`src/logic/decodePkg.sv`:
```
package decodePkg;

    localparam int dataWidth = 32;

    typedef enum logic [2:0] {
        aluAdd,
        aluSub,
        aluAnd,
        aluOr,
        aluSlt,
        aluLui
    } aluOpT;

    typedef enum logic [1:0] {
        extZero,
        extSign,
        extUpper // imm16 into the high half
    } extOpT;

    typedef enum logic [1:0] {
        brNone,
        brBeq,
        brBne,
        brJump
    } branchT;

    // primary opcodes
    localparam logic [5:0] opSpecial = 6'h00;
    localparam logic [5:0] opJ       = 6'h02;
    localparam logic [5:0] opJal     = 6'h03;
    localparam logic [5:0] opBeq     = 6'h04;
    localparam logic [5:0] opBne     = 6'h05;
    localparam logic [5:0] opAddiu   = 6'h09;
    localparam logic [5:0] opAndi    = 6'h0C;
    localparam logic [5:0] opOri     = 6'h0D;
    localparam logic [5:0] opLui     = 6'h0F;
    localparam logic [5:0] opLw      = 6'h23;
    localparam logic [5:0] opSw      = 6'h2B;

    // function field, SPECIAL only
    localparam logic [5:0] fnAddu = 6'h21;
    localparam logic [5:0] fnSubu = 6'h23;
    localparam logic [5:0] fnAnd  = 6'h24;
    localparam logic [5:0] fnOr   = 6'h25;
    localparam logic [5:0] fnSlt  = 6'h2A;

    typedef struct packed {
        logic [5:0] op;
        logic [4:0] rs;
        logic [4:0] rt;
        logic [4:0] rd;
        logic [4:0] shamt;
        logic [5:0] funct;
    } rFieldsT;

    typedef struct packed {
        logic [5:0]  op;
        logic [4:0]  rs;
        logic [4:0]  rt;
        logic [15:0] imm16;
    } iFieldsT;

    typedef struct packed {
        logic [5:0]  op;
        logic [25:0] index26;
    } jFieldsT;

    // same word seen in all three encodings
    typedef union packed {
        rFieldsT rFields;
        iFieldsT iFields;
        jFieldsT jFields;
    } instrWord;

    typedef struct packed {
        logic                 valid;
        logic [dataWidth-1:0] pc;
        instrWord             instr;
        logic [dataWidth-1:0] predTarget; // fetch's guess at the next pc
    } fetchBundle;

    typedef struct packed {
        logic                 regWrite;
        logic                 isLoad;
        logic [4:0]           dst;
        logic [dataWidth-1:0] result;
    } stageWrite;

    typedef struct packed {
        aluOpT                aluOp;
        logic                 aluSrcImm;
        logic [dataWidth-1:0] imm32;
        logic [4:0]           dst;
        logic                 regWrite;
        logic                 memRead;
        logic                 memWrite;
        branchT               branch;
        logic                 isLink;
    } ctrlBundle;

    typedef struct packed {
        logic                 valid;
        logic [dataWidth-1:0] pc;
        ctrlBundle            ctrl;
        logic [dataWidth-1:0] busA;
        logic [dataWidth-1:0] busB;
        logic [dataWidth-1:0] jumpAddr;
        logic [dataWidth-1:0] branchAddr;
        logic [dataWidth-1:0] pcAdd8;
        logic                 jumpPredOk;
        logic                 pc8PredOk;
    } decodeBundle;

endpackage

```
`src/logic/branchTarget.sv`:
```
module branchTarget (
    input  decodePkg::fetchBundle idFetch,
    output logic [31:0]           jumpAddr,
    output logic [31:0]           branchAddr,
    output logic [31:0]           pcAdd8,
    output logic                  jumpPredOk,
    output logic                  pc8PredOk
);
    import decodePkg::*;

    logic [dataWidth-1:0] pcAdd4;
    logic [15:0]          offset;

    assign pcAdd4 = idFetch.pc + 32'd4;
    assign pcAdd8 = idFetch.pc + 32'd8;       // return addr / not-taken past delay slot
    assign offset = idFetch.instr.iFields.imm16;

    // 256MB region of the delay slot
    assign jumpAddr   = {pcAdd4[31:28], idFetch.instr.jFields.index26, 2'b00};
    assign branchAddr = pcAdd4 + {{14{offset[15]}}, offset, 2'b00};

    // lets EXE skip the redirect when fetch guessed right
    assign jumpPredOk = (idFetch.predTarget == jumpAddr);
    assign pc8PredOk  = (idFetch.predTarget == pcAdd8);

endmodule

```
`src/logic/decodeStage.sv`:
```
module decodeStage #(
    parameter int         regCount = 32,
    parameter logic [4:0] linkReg  = 5'd31
) (
    input  logic                   clk,
    input  logic                   reset,
    input  logic                   idFlush,
    input  logic                   idWrite,
    input  logic                   disableWrite,
    input  decodePkg::fetchBundle  fetch,
    input  decodePkg::stageWrite   exeWrite,
    input  decodePkg::stageWrite   memWrite,
    input  decodePkg::stageWrite   wbWrite,
    output decodePkg::decodeBundle decoded,
    output logic                   isBranch,
    output logic                   exeLoadStall,
    output logic                   memLoadStall
);
    import decodePkg::*;

    fetchBundle           idFetch;
    logic [dataWidth-1:0] rsData;
    logic [dataWidth-1:0] rtData;
    logic                 readsRs;
    logic                 readsRt;

    assign decoded.valid = idFetch.valid;
    assign decoded.pc    = idFetch.pc;

    idRegister uIdRegister (
        .clk     (clk),
        .reset   (reset),
        .flush   (idFlush),
        .write   (idWrite),
        .fetch   (fetch),
        .idFetch (idFetch)
    );

    registerFile #(.regCount(regCount)) uRegisterFile (
        .clk     (clk),
        .reset   (reset),
        .wbWrite (wbWrite),
        .rs      (idFetch.instr.rFields.rs),
        .rt      (idFetch.instr.rFields.rt),
        .rsData  (rsData),
        .rtData  (rtData)
    );

    instrDecoder #(.linkReg(linkReg)) uInstrDecoder (
        .idFetch      (idFetch),
        .disableWrite (disableWrite),
        .ctrl         (decoded.ctrl),
        .readsRs      (readsRs),
        .readsRt      (readsRt),
        .isBranch     (isBranch)
    );

    forwardSelect uForwardSelect (
        .rs       (idFetch.instr.rFields.rs),
        .rt       (idFetch.instr.rFields.rt),
        .rsData   (rsData),
        .rtData   (rtData),
        .exeWrite (exeWrite),
        .memWrite (memWrite),
        .wbWrite  (wbWrite),
        .busA     (decoded.busA),
        .busB     (decoded.busB)
    );

    loadHazard uLoadHazard (
        .idValid      (idFetch.valid),
        .readsRs      (readsRs),
        .readsRt      (readsRt),
        .rs           (idFetch.instr.rFields.rs),
        .rt           (idFetch.instr.rFields.rt),
        .exeWrite     (exeWrite),
        .memWrite     (memWrite),
        .exeLoadStall (exeLoadStall),
        .memLoadStall (memLoadStall)
    );

    branchTarget uBranchTarget (
        .idFetch    (idFetch),
        .jumpAddr   (decoded.jumpAddr),
        .branchAddr (decoded.branchAddr),
        .pcAdd8     (decoded.pcAdd8),
        .jumpPredOk (decoded.jumpPredOk),
        .pc8PredOk  (decoded.pc8PredOk)
    );

endmodule

```
`src/logic/forwardSelect.sv`:
```
module forwardSelect (
    input  logic [4:0]           rs,
    input  logic [4:0]           rt,
    input  logic [31:0]          rsData,
    input  logic [31:0]          rtData,
    input  decodePkg::stageWrite exeWrite,
    input  decodePkg::stageWrite memWrite,
    input  decodePkg::stageWrite wbWrite,
    output logic [31:0]          busA,
    output logic [31:0]          busB
);
    import decodePkg::*;

    // does this stage produce the register we want
    function automatic logic hits(input stageWrite w, input logic [4:0] src);
        return w.regWrite && (w.dst != 5'd0) && (w.dst == src);
    endfunction

    // youngest producer wins
    function automatic logic [dataWidth-1:0] pick(
        input logic [4:0]           src,
        input logic [dataWidth-1:0] rfData
    );
        if (hits(exeWrite, src)) begin
            return exeWrite.result;
        end else if (hits(memWrite, src)) begin
            return memWrite.result;
        end else if (hits(wbWrite, src)) begin
            return wbWrite.result;  // covers the write-then-read same cycle
        end
        return rfData;
    endfunction

    assign busA = pick(rs, rsData);
    assign busB = pick(rt, rtData);

endmodule

```
`src/logic/idRegister.sv`:
```
module idRegister (
    input  logic                   clk,
    input  logic                   reset,
    input  logic                   flush,
    input  logic                   write,
    input  decodePkg::fetchBundle  fetch,
    output decodePkg::fetchBundle  idFetch
);

    // flush clears only valid and the instr word
    always_ff @(posedge clk) begin
        if (reset || flush) begin
            idFetch.valid <= 1'b0;
            idFetch.instr <= '0;         // a bubble decodes as sll $0
        end else if (write) begin
            idFetch <= fetch;
        end
    end

endmodule

```
`src/logic/instrDecoder.sv`:
```
module instrDecoder #(
    parameter logic [4:0] linkReg = 5'd31
) (
    input  decodePkg::fetchBundle idFetch,
    input  logic                  disableWrite,
    output decodePkg::ctrlBundle  ctrl,
    output logic                  readsRs,
    output logic                  readsRt,
    output logic                  isBranch
);
    import decodePkg::*;

    ctrlBundle raw;
    extOpT     extOp;
    logic      functOk;
    logic [15:0] imm16;

    assign imm16 = idFetch.instr.iFields.imm16;

    always_comb begin
        raw     = '0;
        extOp   = extZero;
        functOk = 1'b0;
        readsRs = 1'b0;
        readsRt = 1'b0;
        case (idFetch.instr.rFields.op)
            opSpecial: begin
                functOk = 1'b1;
                case (idFetch.instr.rFields.funct)
                    fnAddu:  raw.aluOp = aluAdd;
                    fnSubu:  raw.aluOp = aluSub;
                    fnAnd:   raw.aluOp = aluAnd;
                    fnOr:    raw.aluOp = aluOr;
                    fnSlt:   raw.aluOp = aluSlt;
                    default: functOk   = 1'b0;   // unsupported funct is a nop
                endcase
                raw.regWrite = functOk;
                raw.dst      = functOk ? idFetch.instr.rFields.rd : 5'd0;
                readsRs      = functOk;
                readsRt      = functOk;
            end
            opAddiu, opAndi, opOri, opLui, opLw: begin
                raw.aluSrcImm = 1'b1;
                raw.regWrite  = 1'b1;
                raw.dst       = idFetch.instr.iFields.rt;
                readsRs       = (idFetch.instr.iFields.op != opLui);
                case (idFetch.instr.iFields.op)
                    opAndi:  begin raw.aluOp = aluAnd; extOp = extZero;  end
                    opOri:   begin raw.aluOp = aluOr;  extOp = extZero;  end
                    opLui:   begin raw.aluOp = aluLui; extOp = extUpper; end
                    default: begin raw.aluOp = aluAdd; extOp = extSign;  end
                endcase
                raw.memRead = (idFetch.instr.iFields.op == opLw);
            end
            opSw: begin
                raw.aluOp     = aluAdd;
                raw.aluSrcImm = 1'b1;
                raw.memWrite  = 1'b1;
                extOp         = extSign;
                readsRs       = 1'b1;
                readsRt       = 1'b1;      // store data
            end
            opBeq, opBne: begin
                raw.aluOp  = aluSub;
                raw.branch = (idFetch.instr.iFields.op == opBeq) ? brBeq : brBne;
                extOp      = extSign;
                readsRs    = 1'b1;
                readsRt    = 1'b1;
            end
            opJ: raw.branch = brJump;
            opJal: begin
                raw.branch   = brJump;
                raw.isLink   = 1'b1;
                raw.regWrite = 1'b1;
                raw.dst      = linkReg;  // return address in $ra
            end
            default: ;                   // unknown opcode, all zero
        endcase

        case (extOp)
            extSign:  raw.imm32 = {{16{imm16[15]}}, imm16};
            extUpper: raw.imm32 = {imm16, 16'h0000};
            default:  raw.imm32 = {16'h0000, imm16};
        endcase
    end

    // invalid kills everything, disableWrite only the state-changing parts
    always_comb begin
        ctrl = raw;
        if (!idFetch.valid) begin
            ctrl.regWrite = 1'b0;
            ctrl.memRead  = 1'b0;
            ctrl.memWrite = 1'b0;
            ctrl.branch   = brNone;
            ctrl.isLink   = 1'b0;
        end else if (disableWrite) begin
            ctrl.regWrite = 1'b0;
            ctrl.memRead  = 1'b0;
            ctrl.memWrite = 1'b0;
        end
    end

    assign isBranch = (ctrl.branch != brNone);

endmodule

```
`src/logic/loadHazard.sv`:
```
module loadHazard (
    input  logic                 idValid,
    input  logic                 readsRs,
    input  logic                 readsRt,
    input  logic [4:0]           rs,
    input  logic [4:0]           rt,
    input  decodePkg::stageWrite exeWrite,
    input  decodePkg::stageWrite memWrite,
    output logic                 exeLoadStall,
    output logic                 memLoadStall
);
    import decodePkg::*;

    // load data not ready yet, so forwarding can't help
    function automatic logic loadHit(input stageWrite w);
        logic srcMatch;
        srcMatch = (readsRs && w.dst == rs) || (readsRt && w.dst == rt);
        return idValid && w.regWrite && w.isLoad && (w.dst != 5'd0) && srcMatch;
    endfunction

    assign exeLoadStall = loadHit(exeWrite);
    assign memLoadStall = loadHit(memWrite);

endmodule

```
`src/logic/registerFile.sv`:
```
module registerFile #(
    parameter int regCount = 32
) (
    input  logic                 clk,
    input  logic                 reset,
    input  decodePkg::stageWrite wbWrite,
    input  logic [4:0]           rs,
    input  logic [4:0]           rt,
    output logic [31:0]          rsData,
    output logic [31:0]          rtData
);
    import decodePkg::*;

    logic [dataWidth-1:0] regs [1:regCount-1]; // $zero has no storage

    always_ff @(posedge clk) begin
        if (reset) begin
            for (int i = 1; i < regCount; i++) begin
                regs[i] <= '0;
            end
        end else if (wbWrite.regWrite && wbWrite.dst != 5'd0) begin
            regs[wbWrite.dst] <= wbWrite.result;
        end
    end

    // same-cycle WB data comes in through the bypass, not here
    assign rsData = (rs == 5'd0) ? '0 : regs[rs];
    assign rtData = (rt == 5'd0) ? '0 : regs[rt];

endmodule

```
`config.mk`:
```
export PLATFORM = sky130hd
export DESIGN_NAME = decodeStage
export DESIGN_NICKNAME = d
export VERILOG_FILES = /design/src/logic/decodePkg.sv /design/src/logic/branchTarget.sv /design/src/logic/decodeStage.sv /design/src/logic/forwardSelect.sv /design/src/logic/idRegister.sv /design/src/logic/instrDecoder.sv /design/src/logic/loadHazard.sv /design/src/logic/registerFile.sv
export SDC_FILE = /design/constraint.sdc
export NUM_CORES = 2
export LEC_CHECK = 0
export CORE_ASPECT_RATIO = 0.5
export CORE_MARGIN = 2
export CORE_UTILIZATION = 38
export CTS_CLUSTER_SIZE = 24
export DETAILED_ROUTE_END_ITERATION = 16
export DONT_BUFFER_PORTS = 1
export MAX_ROUTING_LAYER = met4
export RECOVER_POWER = 100
export SETUP_SLACK_MARGIN = 0.02
export SKIP_CTS_REPAIR_TIMING = 1
export SKIP_LAST_GASP = 1
export SLEW_MARGIN = 5
export SYNTH_ARGS = -nofsm -noshare
export SYNTH_HDL_FRONTEND = slang
export SYNTH_HIERARCHICAL = 1
export SYNTH_SLANG_ARGS = --single-unit
```
`constraint.sdc`:
```
create_clock -name clk -period 5.39 [get_ports clk]
set_input_delay 1.078 -clock clk [delete_from_list [all_inputs] [get_ports clk]]
set_output_delay 1.078 -clock clk [all_outputs]
set_load 0.01 [all_outputs]
```
# Word level (Yosys, flattened, before mapping)
# Memory sizes are Yosys's and may differ from the RTL's. A register that Yosys moved wholly into a read port is not among the register bits.
# Index checks and enable logic that the tools add are counted.
[word_totals]
mem_bits_rw = 992
output_inout_bits = 245
mem_count = 1
register_bits = 97
inputBits = 219
wordCells = 124
[mem_list]
columns = ["memory", "depth", "width", "read_ports", "rd_clocked_by_memory_dff", "write_ports", "line", "rtl"]
rows = [
  ["uRegisterFile.regs", 31, 32, 2, 2, 31, "registerFile.sv:14", "logic [dataWidth-1:0] regs [1:regCount-1];"],
]
[op_classes]
addsub = 3
eq_ne = 26
bitwise = 1
reduce_logical = 40
mux = 49
[ops]
columns = ["cell", "count"]
rows = [
  ["2-to-1 mux 32 bit", 11],
  ["== test 32 bit", 2],
  ["one-hot mux 32 bit (2 select lines)", 1],
  ["== test 6 bit (second input constant)", 7],
  ["adder 32 x 3 -> 32 bit (second input constant)", 1],
  ["adder 32 bit", 1],
  ["adder 32 x 4 -> 32 bit (second input constant)", 1],
  ["OR reduction 32 bit", 1],
  ["== test 5 bit", 6],
  ["2-to-1 mux 5 bit", 6],
  ["== test 6 x 4 -> 1 bit (second input constant)", 4],
  ["logical AND 1 bit", 21],
  ["2-to-1 mux 1 bit", 18],
  ["one-hot mux 3 bit (3 select lines)", 2],
  ["one-hot mux 6 bit (3 select lines)", 1],
  ["nonzero test 5 bit", 3],
  ["== test 6 x 2 -> 1 bit (second input constant)", 2],
  ["== test 6 x 3 -> 1 bit (second input constant)", 2],
  ["one-hot mux 2 bit (2 select lines)", 3],
  ["one-hot mux 3 bit (4 select lines)", 1],
  ["logical NOT 5 bit", 2],
  ["OR reduction 5 bit", 2],
  ["2-to-1 mux 3 bit", 3],
  ["logical NOT 6 bit", 1],
  ["other kinds (13)", 17],
]

# Depth between registers and ports, before layout
[depth]
word_depth = 8
mapped_depth = 15

# Hierarchy
# The synthesis kept the hierarchy.
[by_module_without_submodules]
columns = ["module", "n_inst", "area_per_inst_um2", "cells_each", "seq_area_each_um2"]
rows = [
  ["registerFile", 1, 54632.4, 3765, 30749.5],
  ["branchTarget", 1, 3677.3, 493, 0.0],
  ["idRegister", 1, 3148.0, 174, 2582.5],
  ["forwardSelect", 1, 2862.7, 389, 0.0],
  ["instrDecoder", 1, 757.0, 124, 0.0],
  ["loadHazard", 1, 262.8, 34, 0.0],
]

# Least setup slack after synthesis
# Ideal clock, no wire load.
[synth_timing]
kind = "input to register"
startpoint = "input port idFlush"
endpoint = "register, netlist name uIdRegister/idFetch[0]"
path_slack_ns = 0.633
path_buffers = 2
stages = 4
setup_ns = 0.487
arrival_ns = 4.269
path_cell_list = "or2_1 buf_6 buf_8 nor2_1"
[synth_between]
elab_chain_len = 3
[synth_lines]
columns = ["element", "line", "rtl"]
rows = [
  ["start, declared", "decodeStage.sv:7", "input logic idFlush,"],
  ["logical OR 1 bit", "idRegister.sv:12", "if (reset || flush) begin"],
  ["NOT 1 bit (no source line)", "-", ""],
  ["AND reduction 2 bit (no source line)", "-", ""],
]
# Every way passes these cells.
# A chain may end at the register's enable or synchronous reset.

==> load_flow_metrics.sql <==
INSERT INTO impl_metrics (metric_group, metric, value, unit) VALUES
('finish', 'post_layout_nonfiller_instances', '7365', ''),
('yosys', 'synthesis.instances', '4979', ''),
('critical_path', 'cp-end-kind', 'output pin', ''),
('yosys', 'yosys.cell_count.top_type', 'edfxtp_1', ''),
('global_route', 'globalRoute.totalOverflow', '0', ''),
('yosys', 'yosys.area.top_type_share', '0.500', ''),
('global_route', 'vias_in_the_first_global_route', '45900', ''),
('finish', 'multiInputGateArea', '0.0301', 'mm2'),
('cts', 'numCtsBuffers', '108', ''),
('power', 'p_leak', '23.1', 'nW'),
('power', 'cellPowerDensity', '283', 'mW/mm2'),
('critical_path', 'crit_required', '4310', 'ps'),
('sta', 'finalSetupViolCount', '2', ''),
('run_status', 'violated_checks', 'capacitance limit, slew limit, setup timing', ''),
('global_route', 'number_of_antenna_violations_at_the_first_check_in_global_routing', '51', ''),
('detailed_routing', 'drc_errors', '0', ''),
('floorplan', 'fp.dieArea', '0.175', 'mm2'),
('sta', 'final_hold_viol_count', '0', ''),
('placed_design', 'hpwlAfterDp', '178000', 'um'),
('yosys', 'share_of_flip_flops_with_an_asynchronous_set_or_reset', '0', ''),
('placed_design', 'place_worst_setup_slack', '293', 'ps'),
('detailed_routing', 'route.final.wire_length', '280000', 'um'),
('floorplan', 'chipWidth', '590', 'um'),
('finish', 'flow.area_growth_from_synthesis', '11.3', '%'),
('sta', 'finalWorstSetupSlack', '-40.6', 'ps'),
('placed_design', 'finalWeightedCongestion', '0.933', ''),
('cts', 'cts.clk_slew.worst_paths', '70', 'ps'),
('global_route', 'grt_pass1_wl', '377000', 'um'),
('cts', 'clock_path_buffers', '3', ''),
('yosys', 'postSynth.topFlopCell', 'edfxtp_1', ''),
('yosys', 'synth_top_cells_by_count', '1088 x edfxtp_1, 998 x and2_1, 356 x mux2i_1, 356 x mux4_2, 327 x clkbuf_1', ''),
('detailed_routing', 'avgRoutedWirePerCell', '38.1', 'um'),
('floorplan', 'placement_rows', '107', ''),
('yosys', 'avgSynthCellArea', '13.1', 'um2'),
('yosys', 'ys_types', '95', ''),
('floorplan', 'dieHeight', '297', 'um'),
('cts', 'worst_skew_pair_latency', '710', 'ps'),
('detailed_routing', 'detailroute.via_count', '48100', ''),
('finish', 'finalNetCount', '5215', ''),
('cts', 'cts.htree.levels', '3', ''),
('sta', 'fin_crit_sh', '1.01', ''),
('sta', 'final_max_slew_viol_count', '1816', ''),
('critical_path', 'timing_worst_setup_path_type', 'reg -> out', ''),
('cts', 'clock-sinks', '1121', ''),
('yosys', 'yosys_warnings', '6', ''),
('yosys', 'synth.largest_area_cell', 'edfxtp_1', ''),
('sta', 'worst_clock_skew_on_the_final_layout', '0', 'ps'),
('sta', 'slew_worst_pin', '3990', 'ps'),
('sta', 'grt_setup_unrepaired', 'yes', ''),
('yosys', 'synth-edff-count', '1088', ''),
('critical_path', 'critical_path_peak_fanout', '4', ''),
('finish', 'final-seq-area', '0.0334', 'mm2'),
('flow_run', 'cap_violations', '74', ''),
('floorplan', 'floorplan.io_pins', '464', ''),
('sta', 'clock.fmax', '184', 'MHz'),
('finish', 'layout-drive-gt1-share', '0.209', ''),
('detailed_routing', 'number_of_violations_reported_at_the_end_of_detailed_routing_iteration_0', '8128', ''),
('cts', 'library_cell_used_as_clock_root_buffer', 'clkbuf_16', ''),
('run_status', 'status', 'finished with violations', ''),
('yosys', 'ys_seq_elements', '1121', ''),
('detailed_routing', 'route.detailed.vias_per_inst', '6.53', ''),
('floorplan', 'floorplan.initialDensity', '0.383', ''),
('global_route', 'global_route_usage_over_all_layers', '0.319', ''),
('yosys', 'part_of_the_yosys_area_used_for_sequential_elements', '0.510', ''),
('yosys', 'synth.cell_area', '0.0653', 'mm2'),
('global_route', 'grt_max_degree', '45', ''),
('detailed_routing', 'detailedRoute.firstPassIterationCount', '6', ''),
('finish', 'fill_cells', '15400', ''),
('critical_path', 'start_kind', 'flop', ''),
('cts', 'cts_tree', 'yes', ''),
('sta', 'slew_headroom', '-1.67', ''),
('critical_path', 'timing.critical_path.arrival', '4350', 'ps'),
('finish', 'fin_util', '0.426', ''),
('sta', 'fin_crit', '5430', 'ps'),
('detailed_routing', 'drt.antenna.violating_nets', '0', ''),
('floorplan', 'fp.coreArea', '0.171', 'mm2'),
('power', 'vdd_drop_max', '0.000294', 'V'),
('placed_design', 'place_inst', '7099', ''),
('yosys', 'synth_top_cells_by_area', 'edfxtp_1 50%, mux4_2 12%, and2_1 9.6%', ''),
('min_path', 'worstHoldPathType', 'in -> reg', ''),
('placed_design', 'input_output_buffers', '0', '');
layout by cell type (no fill, tap or decap), types with 35 or more instances in the layout:
master	count
mux4_2	356
xnor2_1	111
buf_4	231
a21oi_1	99
a211oi_1	49
nor2b_1	70
xor2_1	73
nor4_1	44
a22o_1	52
a2111oi_1	36
clkbuf_16	109
o21ai_1	77
nand2_1	132
buf_12	35
o22ai_1	51
nor2_1	78
and2_0	545
a221oi_2	63
mux2i_1	356
a22oi_1	105
edfxtp_1	1088
clkbuf_1	97
nor3_1	35
and2_1	451
mux2_2	35
o21ai_0	97
flip-flops by register name (all words and copies together), names as in the netlist:
register / count
uRegisterFile/regs: 1024
uIdRegister/idFetch: 97
area by class of cell:
type	count	share of cell area
tap	2289	0.0394
antenna	33	0.00114
timing repair buffer	346	0.0379
multi-input combinational	3363	0.414
sequential	1121	0.459
clock inverter	65	0.00917
inverter	16	0.000826
clock buffer	132	0.0388
stage by stage:
step | TNS (ps) | total power [W] | hold slack (ps) | instance area, um2
2_1_floorplan | 0 | 0.0119 | 484 | 65500
3_3_place_gp | 0 | 0.0128 | 599 | 69000
3_5_place_dp | 0 | 0.0129 | 599 | 69000
4_1_cts | -2770 | 0.0206 | 346 | 72500
5_1_grt | -690 | 0.0211 | 355 | 72700
6_report | -77.9 | 0.0206 | 389 | 72700
cell families after synthesis:
family,count (synthesis),synth area share
AND/OR/NAND/NOR,1619,0.149
flip-flops,1121,0.510
multiplexers,747,0.183
AO/OA/AOI/OAI,732,0.0833
buffers and inverters,527,0.0408
XOR/XNOR,191,0.0260
adder cells (fa/ha/maj),40,0.00777
other,2,0.000115
final timing paths:
| kind | slack [ps] | depth (start not counted) | to | start |
|---|---|---|---|---|
| setup reg to reg | 3550 | 4 | uIdRegister/idFetch[50] | uIdRegister/idFetch[50] |
| setup / recovery | -40 | 10 | decoded[0] | uIdRegister/idFetch[67] |
| hold reg to reg | 610 | 2 | uIdRegister/idFetch[63] | uIdRegister/idFetch[63] |
| hold / removal | 390 | 0 | uRegisterFile/regs[0][31] | wbWrite[31] |
routing by layer:
metal | track usage | routed length (um)
met1 | 0.409 | 104000
met2 | 0.464 | 122000
met3 | 0.105 | 41100
met4 | 0.129 | 13900
met5 | - | 0
power by group:
group | internal, W | switching, W
registers | 0.0100 | 0.000326
clock network | 0.00418 | 0.00361
logic | 0.000957 | 0.00150
worst max-delay path, stage by stage (launching register included):
cell	delay (ps)
edfxtp_1	400
ha_1	260
buf_4	170
xor2_1	330
xnor2_1	180
nand4_1	100
nor4_1	630
nand3_1	190
nor4_1	750
o2111ai_1	200
and4b_1	400
No activity file was read; power rests on OpenSTA's default activity.
